[src/common/clock_pkg.sv]
// ********************
// Timing constants for a 25 MHz clk_cpu and the single 640x480 mode
// ********************
`default_nettype none

package clock_pkg;

    localparam int CLK_HZ        = 25_000_000;
    localparam int CYCLES_PER_MS = CLK_HZ / 1000;
    localparam int PRESCALE_W    = $clog2(CYCLES_PER_MS);
    localparam logic [PRESCALE_W-1:0] MS_LAST = PRESCALE_W'(CYCLES_PER_MS - 1);

    localparam int RXQ_DEPTH = 16; // must stay 2**RXQ_AW
    localparam int RXQ_AW    = 4;

    localparam int H_RES = 640;
    localparam int V_RES = 480;

endpackage

`default_nettype wire

[src/common/io_map_pkg.sv]
// ********************
// I/O register map of the bus slave. Only the region code and the
// word index of an address are decoded, byte offset is ignored
// ********************
`default_nettype none

package io_map_pkg;

    localparam int DATA_W    = 32; // bus word
    localparam int REG_IDX_W = 4;  // word index within the I/O region
    localparam int LED_W     = 8;
    localparam int BYTE_W    = 8;

    localparam logic [3:0] IO_REGION = 4'hE; // top nibble of any I/O address

    // register indices
    localparam logic [REG_IDX_W-1:0] REG_MS        = 4'd0;
    localparam logic [REG_IDX_W-1:0] REG_LED       = 4'd1;
    localparam logic [REG_IDX_W-1:0] REG_UART_DATA = 4'd2;
    localparam logic [REG_IDX_W-1:0] REG_UART_STAT = 4'd3;
    localparam logic [REG_IDX_W-1:0] REG_CMD       = 4'd8;
    localparam logic [REG_IDX_W-1:0] REG_RES       = 4'd9;

    // Bus address, seen either as a whole word or split into fields.
    // The unused bits between region and index may hold anything
    typedef union packed {
        logic [DATA_W-1:0] raw;
        struct packed {
            logic [3:0]           region;
            logic [21:0]          unused;
            logic [REG_IDX_W-1:0] idx;
            logic [1:0]           offset; // byte lane, not decoded
        } f;
    } io_addr_u;

endpackage

`default_nettype wire

[src/io_decode.sv]
// ********************
// Addresses outside region 0xE are ignored without any response.
// Writes to registers 0, 3 and 9 have no effect
// ********************
`timescale 1ns/1ps
`default_nettype none

module io_decode (
    input  wire logic                              clk_cpu,
    input  wire logic                              rst_n,
    input  wire logic                              bus_sel_i,
    input  wire logic                              bus_we_i,
    input  wire logic [io_map_pkg::DATA_W-1:0]     bus_addr_i,
    input  wire logic [io_map_pkg::DATA_W-1:0]     bus_wdata_i,
    output      logic                              led_wr_o,
    output      logic                              tx_wr_o,
    output      logic                              cmd_wr_o,
    output      logic                              rx_pop_o,
    output      logic                              rd_en_o,
    output      logic [io_map_pkg::REG_IDX_W-1:0]  rd_idx_o,
    output      logic [io_map_pkg::DATA_W-1:0]     wdata_o
);

    io_map_pkg::io_addr_u addr;
    logic                 io_wr;
    logic                 io_rd;

    assign addr.raw = bus_addr_i;
    assign io_wr    = bus_sel_i && bus_we_i && (addr.f.region == io_map_pkg::IO_REGION);
    assign io_rd    = bus_sel_i && !bus_we_i && (addr.f.region == io_map_pkg::IO_REGION);

    always_ff @(posedge clk_cpu) begin
        if (!rst_n) begin
            led_wr_o <= 1'b0;
            tx_wr_o  <= 1'b0;
            cmd_wr_o <= 1'b0;
            rx_pop_o <= 1'b0;
            rd_en_o  <= 1'b0;
        end else begin
            led_wr_o <= io_wr && (addr.f.idx == io_map_pkg::REG_LED);
            tx_wr_o  <= io_wr && (addr.f.idx == io_map_pkg::REG_UART_DATA); // transmit start
            cmd_wr_o <= io_wr && (addr.f.idx == io_map_pkg::REG_CMD);
            rx_pop_o <= io_rd && (addr.f.idx == io_map_pkg::REG_UART_DATA); // read consumes byte
            rd_en_o  <= io_rd;
        end
    end

    always_ff @(posedge clk_cpu) begin
        rd_idx_o <= addr.f.idx;
        wdata_o  <= bus_wdata_i;
    end

    // one access per cycle, so the three write targets never collide downstream
    a_one_write: assert property (@(posedge clk_cpu) disable iff (!rst_n)
        $onehot0({led_wr_o, tx_wr_o, cmd_wr_o}));

endmodule

`default_nettype wire

[src/io_execute/io_execute.sv]
// ********************
// Command writes are never refused, cmd_ready is only read back.
// Received bytes arriving while the queue is full are lost
// ********************
`timescale 1ns/1ps
`default_nettype none

module io_execute (
    input  wire logic                           clk_cpu,
    input  wire logic                           rst_n,
    input  wire logic                           led_wr_i,
    input  wire logic                           tx_wr_i,
    input  wire logic                           cmd_wr_i,
    input  wire logic                           rx_pop_i,
    input  wire logic [io_map_pkg::DATA_W-1:0]  wdata_i,
    input  wire logic                           rx_valid_i,
    input  wire logic [io_map_pkg::BYTE_W-1:0]  rx_byte_i,
    output      logic [io_map_pkg::LED_W-1:0]   led_o,
    output      logic                           tx_start_o,
    output      logic [io_map_pkg::BYTE_W-1:0]  tx_data_o,
    output      logic                           cmd_valid_o,
    output      logic [io_map_pkg::DATA_W-1:0]  cmd_data_o,
    output      logic [io_map_pkg::DATA_W-1:0]  ms_count_o,
    output      logic [io_map_pkg::BYTE_W-1:0]  rx_head_o,
    output      logic                           rx_ready_o
);

    logic [clock_pkg::PRESCALE_W-1:0] prescale;
    logic                             q_empty;
    logic                             q_full;
    logic                             q_push;
    logic                             q_pop;

    assign q_push     = rx_valid_i && !q_full;  // overflow drops the byte
    assign q_pop      = rx_pop_i && !q_empty;   // empty read pops nothing
    assign rx_ready_o = !q_empty;

    rx_byte_queue rx_byte_queue_i (
        .clk_cpu     (clk_cpu),
        .rst_n       (rst_n),
        .push_i      (q_push),
        .push_byte_i (rx_byte_i),
        .pop_i       (q_pop),
        .head_o      (rx_head_o),
        .empty_o     (q_empty),
        .full_o      (q_full)
    );

    // millisecond tick, first one CYCLES_PER_MS cycles after reset
    always_ff @(posedge clk_cpu) begin
        if (!rst_n) begin
            prescale   <= '0;
            ms_count_o <= '0;
        end else if (prescale == clock_pkg::MS_LAST) begin
            prescale   <= '0;
            ms_count_o <= ms_count_o + 32'd1;
        end else begin
            prescale   <= prescale + 1'b1;
        end
    end

    always_ff @(posedge clk_cpu) begin
        if (!rst_n) begin
            led_o       <= '0;
            tx_start_o  <= 1'b0;
            cmd_valid_o <= 1'b0;
        end else begin
            tx_start_o  <= tx_wr_i;   // single-cycle strobes
            cmd_valid_o <= cmd_wr_i;
            if (led_wr_i) begin
                led_o <= wdata_i[io_map_pkg::LED_W-1:0];
            end
        end
    end

    always_ff @(posedge clk_cpu) begin
        if (tx_wr_i) begin
            tx_data_o <= wdata_i[io_map_pkg::BYTE_W-1:0]; // low byte only
        end
        if (cmd_wr_i) begin
            cmd_data_o <= wdata_i;
        end
    end

endmodule

`default_nettype wire

[src/io_execute/rx_byte_queue.sv]
// ********************
// Caller must not push when full or pop when empty.
// Head byte is only meaningful while not empty
// ********************
`timescale 1ns/1ps
`default_nettype none

module rx_byte_queue (
    input  wire logic                           clk_cpu,
    input  wire logic                           rst_n,
    input  wire logic                           push_i,
    input  wire logic [io_map_pkg::BYTE_W-1:0]  push_byte_i,
    input  wire logic                           pop_i,
    output      logic [io_map_pkg::BYTE_W-1:0]  head_o,
    output      logic                           empty_o,
    output      logic                           full_o
);

    logic [io_map_pkg::BYTE_W-1:0] mem [clock_pkg::RXQ_DEPTH];
    logic [clock_pkg::RXQ_AW-1:0]  wr_ptr;
    logic [clock_pkg::RXQ_AW-1:0]  rd_ptr;
    logic [clock_pkg::RXQ_AW:0]    count; // one extra bit for the full state

    assign head_o  = mem[rd_ptr];
    assign empty_o = (count == '0);
    assign full_o  = count[clock_pkg::RXQ_AW]; // depth is a power of two

    always_ff @(posedge clk_cpu) begin
        if (push_i) begin
            mem[wr_ptr] <= push_byte_i;
        end
    end

    always_ff @(posedge clk_cpu) begin
        if (!rst_n) begin
            wr_ptr <= '0;
            rd_ptr <= '0;
            count  <= '0;
        end else begin
            if (push_i) wr_ptr <= wr_ptr + 1'b1; // pointers wrap naturally
            if (pop_i)  rd_ptr <= rd_ptr + 1'b1;
            case ({push_i, pop_i})
                2'b10:   count <= count + 1'b1;
                2'b01:   count <= count - 1'b1;
                default: count <= count;
            endcase
        end
    end

    a_no_overflow: assert property (@(posedge clk_cpu) disable iff (!rst_n)
        push_i |-> !full_o);
    a_no_underflow: assert property (@(posedge clk_cpu) disable iff (!rst_n)
        pop_i |-> !empty_o);

endmodule

`default_nettype wire

[src/io_result.sv]
// ********************
// Read data is sampled the cycle after the access, so a write one
// cycle earlier is already visible. Unmapped indices read zero
// ********************
`timescale 1ns/1ps
`default_nettype none

module io_result (
    input  wire logic                              clk_cpu,
    input  wire logic                              rst_n,
    input  wire logic                              rd_en_i,
    input  wire logic [io_map_pkg::REG_IDX_W-1:0]  rd_idx_i,
    input  wire logic [io_map_pkg::DATA_W-1:0]     ms_count_i,
    input  wire logic [io_map_pkg::LED_W-1:0]      led_i,
    input  wire logic [io_map_pkg::BYTE_W-1:0]     rx_head_i,
    input  wire logic                              rx_ready_i,
    input  wire logic                              tx_ready_i,
    input  wire logic                              cmd_ready_i,
    output      logic                              rd_valid_o,
    output      logic [io_map_pkg::DATA_W-1:0]     rd_data_o
);

    logic [io_map_pkg::DATA_W-1:0] rd_word;

    always_comb begin
        case (rd_idx_i)
            io_map_pkg::REG_MS:        rd_word = ms_count_i;
            io_map_pkg::REG_LED:       rd_word = {24'd0, led_i};
            io_map_pkg::REG_UART_DATA: rd_word = rx_ready_i ? {24'd0, rx_head_i} : '0;
            io_map_pkg::REG_UART_STAT: rd_word = {30'd0, tx_ready_i, rx_ready_i};
            io_map_pkg::REG_CMD:       rd_word = {31'd0, cmd_ready_i};
            io_map_pkg::REG_RES:       rd_word = {16'(clock_pkg::H_RES), 16'(clock_pkg::V_RES)};
            default:                   rd_word = '0;
        endcase
    end

    always_ff @(posedge clk_cpu) begin
        if (!rst_n) begin
            rd_valid_o <= 1'b0;
        end else begin
            rd_valid_o <= rd_en_i;
        end
    end

    always_ff @(posedge clk_cpu) begin
        if (rd_en_i) begin
            rd_data_o <= rd_word; // held between reads
        end
    end

    a_valid_latency: assert property (@(posedge clk_cpu) disable iff (!rst_n)
        rd_valid_o == $past(rd_en_i));

endmodule

`default_nettype wire

[src/io_top.sv]
// ********************
// No back-pressure: a bus access may arrive every cycle.
// Reads answer two cycles after the strobe
// ********************
`timescale 1ns/1ps
`default_nettype none

module io_top (
    input  wire logic                           clk_cpu,
    input  wire logic                           rst_n,
    input  wire logic                           bus_sel_i,
    input  wire logic                           bus_we_i,
    input  wire logic [io_map_pkg::DATA_W-1:0]  bus_addr_i,
    input  wire logic [io_map_pkg::DATA_W-1:0]  bus_wdata_i,
    input  wire logic                           rx_valid_i,
    input  wire logic [io_map_pkg::BYTE_W-1:0]  rx_byte_i,
    input  wire logic                           tx_ready_i,
    input  wire logic                           cmd_ready_i,
    output      logic                           rd_valid_o,
    output      logic [io_map_pkg::DATA_W-1:0]  rd_data_o,
    output      logic [io_map_pkg::LED_W-1:0]   led_o,
    output      logic                           tx_start_o,
    output      logic [io_map_pkg::BYTE_W-1:0]  tx_data_o,
    output      logic                           cmd_valid_o,
    output      logic [io_map_pkg::DATA_W-1:0]  cmd_data_o
);

    logic                             led_wr;
    logic                             tx_wr;
    logic                             cmd_wr;
    logic                             rx_pop;
    logic                             rd_en;
    logic [io_map_pkg::REG_IDX_W-1:0] rd_idx;
    logic [io_map_pkg::DATA_W-1:0]    wdata;
    logic [io_map_pkg::DATA_W-1:0]    ms_count;
    logic [io_map_pkg::BYTE_W-1:0]    rx_head;
    logic                             rx_ready;

    io_decode io_decode_i (
        .clk_cpu (clk_cpu),     .rst_n       (rst_n),
        .bus_sel_i (bus_sel_i), .bus_we_i    (bus_we_i),
        .bus_addr_i (bus_addr_i), .bus_wdata_i (bus_wdata_i),
        .led_wr_o (led_wr),     .tx_wr_o     (tx_wr),
        .cmd_wr_o (cmd_wr),     .rx_pop_o    (rx_pop),
        .rd_en_o  (rd_en),      .rd_idx_o    (rd_idx),
        .wdata_o  (wdata)
    );

    io_execute io_execute_i (
        .clk_cpu (clk_cpu),     .rst_n       (rst_n),
        .led_wr_i (led_wr),     .tx_wr_i     (tx_wr),
        .cmd_wr_i (cmd_wr),     .rx_pop_i    (rx_pop),
        .wdata_i  (wdata),      .rx_valid_i  (rx_valid_i),
        .rx_byte_i (rx_byte_i), .led_o       (led_o),
        .tx_start_o (tx_start_o), .tx_data_o (tx_data_o),
        .cmd_valid_o (cmd_valid_o), .cmd_data_o (cmd_data_o),
        .ms_count_o (ms_count), .rx_head_o   (rx_head),
        .rx_ready_o (rx_ready)
    );

    io_result io_result_i (
        .clk_cpu (clk_cpu),     .rst_n       (rst_n),
        .rd_en_i (rd_en),       .rd_idx_i    (rd_idx),
        .ms_count_i (ms_count), .led_i       (led_o),
        .rx_head_i (rx_head),   .rx_ready_i  (rx_ready),
        .tx_ready_i (tx_ready_i), .cmd_ready_i (cmd_ready_i),
        .rd_valid_o (rd_valid_o), .rd_data_o (rd_data_o)
    );

endmodule

`default_nettype wire

[config.mk]
export PLATFORM = sky130hd
export DESIGN_NAME = io_top
export DESIGN_NICKNAME = d
export VERILOG_FILES = /design/src/common/clock_pkg.sv /design/src/common/io_map_pkg.sv /design/src/io_decode.sv /design/src/io_execute/io_execute.sv /design/src/io_execute/rx_byte_queue.sv /design/src/io_result.sv /design/src/io_top.sv
export SDC_FILE = /design/constraint.sdc
export NUM_CORES = 1
export LEC_CHECK = 0
export ABC_AREA = 1
export BUFFER_PORTS_ARGS = -buffer_cell sky130_fd_sc_hd__buf_2
export CAP_MARGIN = 20
export CORE_MARGIN = 3
export CORE_UTILIZATION = 35
export CTS_CLUSTER_SIZE = 24
export DETAILED_ROUTE_END_ITERATION = 12
export HOLD_SLACK_MARGIN = 0.1
export SYNTH_ARGS = -nofsm -noshare
export SYNTH_HDL_FRONTEND = slang
export SYNTH_SLANG_ARGS = --single-unit
[constraint.sdc]
create_clock -name clk_cpu -period 2.73 [get_ports clk_cpu]
set_clock_uncertainty 0.05 [all_clocks]
set_input_delay 0.1365 -clock clk_cpu [delete_from_list [all_inputs] [get_ports clk_cpu]]
set_output_delay 0.1365 -clock clk_cpu [all_outputs]
set_load 0.03 [all_outputs]
Word-level counts from Yosys, hierarchy flattened
Memories as Yosys holds them, arrays and structs flattened. A register that Yosys moved wholly into a read port is not among the register bits.
Index checks and enable logic that the tools add are counted.

word-level totals
  register bits after elaboration = 184
  bits in latches = 0
  bits in writable memories = 128
  memory bits (read-only) = 0
  input port bits = 79
  memories kept = 1

memory list
  memory                            depth  width  read ports  clocked after memory_dff  write ports  RTL line             source
  io_execute_i.rx_byte_queue_i.mem  16     8      1           1                         1            rx_byte_queue.sv:19  logic [io_map_pkg::BYTE_W-1:0] mem [clock_pkg::RXQ_DEPTH];

cells by class
  add/subtract/negate cells = 6
  multiply operators = 0
  divide/modulo/power cells = 0
  order comparisons = 0
  equality and inequality tests = 12
  shift operators = 0
  multiplexer cells = 7
  bitwise gates (word level) = 1
  reductions and logical operators = 17

operators by type and width
  cell                                              count
  case mux 32 bit (6 select lines)                  1
  adder 32 x 1 -> 32 bit, second input constant     1
  == test 4 bit, second input constant              4
  adder 15 x 1 -> 15 bit, second input constant     1
  == test 15 bit, second input constant             1
  == test 4 x 2 -> 1 bit, second input constant     3
  logical AND 1 bit                                 10
  case mux 5 bit (2 select lines)                   1
  adder 4 x 1 -> 4 bit, second input constant       2
  == test 4 x 1 -> 1 bit, second input constant     2
  2-to-1 mux 4 bit                                  2
  2-to-1 mux 8 bit                                  1
  adder 5 x 1 -> 5 bit, second input constant       1
  zero test 5 bit                                   1
  subtractor 5 x 1 -> 5 bit, second input constant  1
  zero test 4 bit                                   1
  zero test 1 bit                                   3
  == test 2 x 1 -> 1 bit, second input constant     1
  == test 2 bit, second input constant              1
  2-to-1 mux 1 bit                                  2
  nonzero test 2 bit                                1
  OR reduction 2 bit                                1
  inverter 1 bit                                    1

Longest topological paths before layout
  depth in word-level cells = 5
  depth in mapped cells = 15

Hierarchy
Synthesis repeated with hierarchy kept, for this count alone.

second synthesis, totals
  cell total of the unflattened synthesis = 1,242
  area, all modules = 12,867.3 µm²

by module, submodules not included
  module         times used  cells an instance  area each (µm²)  sequential area each (µm²)
  rx_byte_queue  1           532                6,138.4          4,184.0
  io_execute     1           495                4,290.4          2,342.2
  io_result      1           145                1,486.4          980.9
  io_decode      1           70                 952.2            820.8

Worst setup path after synthesis
No wires, ideal clock.

  kind = reg-to-reg
  from = register io_execute_i.rx_byte_queue_i.count[1] (netlist bit)
  to = register io_execute_i.rx_byte_queue_i.count[4] (netlist bit)
  setup time = 0.109 ns
  arrival time = 1.749 ns
  slack = 0.822 ns
  stages on the path, launching flop included = 15
  path through = dfxtp_1 nor2_1 nand3_1 nand2_1 inv_1 ha_1 ha_1 inv_1 nor2_1 nor2_1 nand2_1 nand2_1 nand3_1 nand2_1 inv_1

on the way
  longest elaborated chain between the ends = 5
  elaborated cells on any way between the ends = 9
  classes of those cells = add/sub (2); eq/ne (2); mux (1); reduce/logical (4)

RTL lines
  item                                                                          RTL line             source
  start, declared                                                               rx_byte_queue.sv:22  logic [clock_pkg::RXQ_AW:0] count;
  start signal, assigned                                                        rx_byte_queue.sv:43  2'b10: count <= count + 1'b1;
  start signal, assigned                                                        rx_byte_queue.sv:44  2'b01: count <= count - 1'b1;
  start signal, assigned                                                        rx_byte_queue.sv:45  default: count <= count;
  zero test 5 bit (*)                                                           rx_byte_queue.sv:25  assign empty_o = (count == '0);
  zero test 1 bit (*)                                                           io_execute.sv:35     assign q_pop = rx_pop_i && !q_empty;
  logical AND 1 bit (*)                                                         io_execute.sv:35
  net io_execute_i.q_pop                                                        io_execute.sv:32     logic q_pop;
  == test 2 x 1 -> 1 bit / == test 2 bit (equally long branches)                rx_byte_queue.sv:42  case ({push_i, pop_i})
  case mux 5 bit (2 select lines) / nonzero test 2 bit (equally long branches)  n/a

The timed path passes the listed nets; every way through them passes the cells marked *.
A chain may end at the register's enable or synchronous reset.

Worst setup path after layout
Ends and elaborated chain as after synthesis.

==> flow_metrics.env <==
export IMPL_layout_area_overhead_vs_synth_pct=23.7
export IMPL_power_per_cell_area_nw_per_um2=645
export IMPL_peakVddDrop_mv=0.536
export IMPL_count_of_instances_resized_after_the_clock_tree_is_built=0
export IMPL_fp_row_count=68
export IMPL_regToRegStartpoint="io_execute_i.rx_byte_queue_i.count[1]"
export IMPL_post_cts_hold_buffer_count=55
export IMPL_1st_pass_router_iterations=5
export IMPL_inserted_clock_buffers=35
export IMPL_critPathMostFrequentCell="sky130_fd_sc_hd__nand2_1"
export IMPL_path_delay_family="simple AND/OR/NAND/NOR gates"
export IMPL_first_iter_violations=596
export IMPL_floorplan_core_area_um2=34700
export IMPL_clk_insertion_delay_late_ns=0.52
export IMPL_reg2regPathDepth=14
export IMPL_count_of_clock_tree_sinks=316
export IMPL_min_delay_path_depth=2
export IMPL_n_fill_cell=3268
export IMPL_htreeDepth=2
export IMPL_timing_final_hold_violations=0
export IMPL_slew_viol_final=0
export IMPL_grt_first_pass_wirelength_um=47900
export IMPL_worst_path_max_delay_cell="sky130_fd_sc_hd__dfxtp_1"
export IMPL_final_critical_path_time_including_i_o_delays_and_setup_ns=2.25
export IMPL_antenna_violations_before_repair=0
export IMPL_postSynthRegisterBits=316
export IMPL_yosys_area_share_simple_pct=16.8
export IMPL_synth_seq_area_share_pct=67.2
export IMPL_layout_cells_most_common="sky130_fd_sc_hd__nand2_1"
export IMPL_global_route_overflow_total=0
export IMPL_report_power_total_mw=9.90
export IMPL_wl_per_cell_um=15.8
export IMPL_worstPathMaxFanout=6
export IMPL_finalWirelength_um=29800
export IMPL_layout_common_cells="sky130_fd_sc_hd__nand2_1, sky130_fd_sc_hd__edfxtp_1, sky130_fd_sc_hd__nor2_1, sky130_fd_sc_hd__buf_2, sky130_fd_sc_hd__dfxtp_1"
export IMPL_worst_case_hold_path_end_point="io_decode_i.wdata_o[4]"
export IMPL_worst_hold_startpoint="bus_wdata_i[4]"
export IMPL_drc_errors=0
export IMPL_netlist_instances=1181
export IMPL_design_final_nets=1491
export IMPL_final_antenna_net_count=0
export IMPL_critical_path_max_stage_delay_ns=0.39
export IMPL_grt_max_degree=52
export IMPL_setup_violations=0
export IMPL_vias=9038
export IMPL_die_w_um=194
export IMPL_post_synth_cell_area_avg_um2=10.5
export IMPL_setup_tns_ns=0
export IMPL_initial_utilization_pct=35.7
export IMPL_final_layout_size_suffix_gt1_share_pct=18.1
export IMPL_post_dp_cell_area_um2=13700
export IMPL_gp_congestion=0.854
export IMPL_post_route_worst_setup_slack_ns=0.485
export IMPL_rsz0062_at_grt="false"
export IMPL_critical_path_endpoint_type="flop"
export IMPL_synthXorXnorAreaFrac_pct=1.77
export IMPL_post_synth_num_cell_types=36
export IMPL_die_area_um2=37700
export IMPL_reg2reg_setup_slack_ns=0.48
export IMPL_critical_path_cell_count=14
export IMPL_crit_reg2reg_capture="io_execute_i.rx_byte_queue_i.count[4]"
export IMPL_critPathBufInv=3
export IMPL_post_route_cell_area_um2=15300
export IMPL_synth_compound_area_share_pct=8.66
export IMPL_slew_headroom_pct=51.5
export IMPL_post_cts_buffers=0
export IMPL_hold_worst_slack_ns=0.193
export IMPL_mapped_cell_area_um2=12400
export IMPL_first_global_vias=8924
export IMPL_cts_tree="built"
export IMPL_die_h_um=194
export IMPL_timing_worst_slew_pin_value_ns=0.724
export IMPL_hold_path_class="in2reg"
export IMPL_synthMuxAreaShare_pct=0
export IMPL_synth_fp_nets=1270
export IMPL_timing_critical_path_required_ns=3.08
export IMPL_worstSetupPathType="reg2reg"
export IMPL_leakage_nw=5.61
export IMPL_synth_top_family_by_area="simple AND/OR/NAND/NOR gates"
export IMPL_fmaxAchievable_ghz=0.445
export IMPL_ioPinCount=162
export IMPL_final_period_utilization_pct=82.2
export IMPL_yosys_area_share_adder_pct=1.01
export IMPL_clock_path_buffers=3
export IMPL_crit_path_start_kind="flop"
export IMPL_yosys_warnings=0
export IMPL_cp_data_arrival_time_ns=2.59
export IMPL_antennaDiodeCount=0
export IMPL_dp_final_hpwl_um=19900
export IMPL_port_buffer_count=137
export IMPL_worstPathCellList="nor2_1, nand3_1, nand2_1, inv_1, ha_1, xor2_1, ha_1, inv_1, nand2_1, nand2_1, nand3_1, nand3_1, nand2_1, inv_1"
export IMPL_outcome="finished, final reports clean"
export IMPL_multi_input_comb_area_um2=3500
export IMPL_sequential_cell_area_um2=8330
export IMPL_cap_violations=0
export IMPL_clk_slew_on_worst_s_h_paths_ns=0.06
export IMPL_via_per_inst=4.80
export IMPL_ctsRootBufferMaster="sky130_fd_sc_hd__clkbuf_16"
export IMPL_pre_cts_slack_ns=0.530
export IMPL_grt_util_all_layers_pct=15.7
-- sequential cells by signal, indices dropped and copies added (netlist names), 4 cells and up, named ones only --
signal and cells:
io_decode_i.rd_idx_o 4, io_decode_i.wdata_o 32, io_execute_i.cmd_data_o 32, io_execute_i.led_o 8
io_execute_i.ms_count_o 32, io_execute_i.prescale 15, io_execute_i.rx_byte_queue_i.count 5, io_execute_i.rx_byte_queue_i.mem 128
io_execute_i.rx_byte_queue_i.rd_ptr 4, io_execute_i.rx_byte_queue_i.wr_ptr 4, io_execute_i.tx_data_o 8, io_result_i.rd_data_o 32
-- per-stage QoR --
| stage | utilization (%) | std cells |
|---|---|---|
| after floorplan | - | 1181 |
| after global placement | 39.5 | 1765 |
| after detailed placement | 39.5 | 1765 |
| after CTS | 44.2 | 1884 |
| after global routing | 44.2 | 1884 |
| final | 44.2 | 1884 |
-- synthesized netlist by cell type (all sizes together) --
cell type  count  share of area, %
nand4         17              0.86
nor2         195               6.1
edfxtp       200                48
ha            10               1.0
nor4           3              0.15
o221ai         1             0.071
xnor2          2              0.14
or2            3              0.15
nor3b          2              0.12
dfxtp        116                19
and3           1             0.050
a21oi         65               2.7
nor3          23               1.3
buf           19              0.89
o211ai        25               1.5
xor2          23               1.6
o21ai         99               4.0
inv          103               3.1
nand2        206               6.3
clkbuf        19              0.58
o22ai          6              0.30
nand3         40               1.7
clkinv         2             0.061
a22oi          1             0.061
-- worst max path at each step --
| stage | startpoint | endpoint | slack (ns) |
|---|---|---|---|
| after floorplan | io_execute_i.rx_byte_queue_i.count[1] | io_execute_i.rx_byte_queue_i.count[4] | 0.82 |
| after global placement | io_execute_i.rx_byte_queue_i.count[1] | io_execute_i.rx_byte_queue_i.count[4] | 0.62 |
| after detailed placement | io_execute_i.rx_byte_queue_i.count[2] | io_execute_i.rx_byte_queue_i.count[4] | 0.53 |
| after CTS | io_execute_i.rx_byte_queue_i.count[2] | io_execute_i.rx_byte_queue_i.count[4] | 0.50 |
| final | io_execute_i.rx_byte_queue_i.count[1] | io_execute_i.rx_byte_queue_i.count[4] | 0.48 |
| after global routing | io_execute_i.rx_byte_queue_i.count[1] | io_execute_i.rx_byte_queue_i.count[4] | 0.22 |
-- routing by layer --
layer,global-route usage [%],vias to the layer above,part of all wire [%]
li1,-,4448,-
met4,5.03,0,2.6
met3,3.39,51,6.2
met5,0,-,0
met1,21.3,4254,45
met2,25.1,285,46
-- cell type report --
| class | count | area share (%) |
|---|---|---|
| sequential | 316 | 54.3 |
| multi-input combinational | 722 | 22.8 |
| timing repair buffer | 222 | 9.53 |
| clock buffer | 44 | 6.20 |
| tap | 455 | 3.71 |
| inverter | 105 | 2.57 |
| clock inverter | 20 | 0.889 |
-- power breakdown --
part,total (mW),internal [mW],switching [mW]
sequential,5.17,5.14,0.0320
clock,4.41,2.58,1.84
combinational,0.312,0.128,0.184
total,9.90,7.84,2.06
-- cell families (layout without fill, tap and decap cells) --
logic type,Yosys count,after routing
flops,316,316
fa+ha+maj,10,10
simple gates,490,490
buf+inv,143,391
xor+xnor,25,25
compound gates,197,197
No activity file was read; power rests on OpenSTA's default activity.
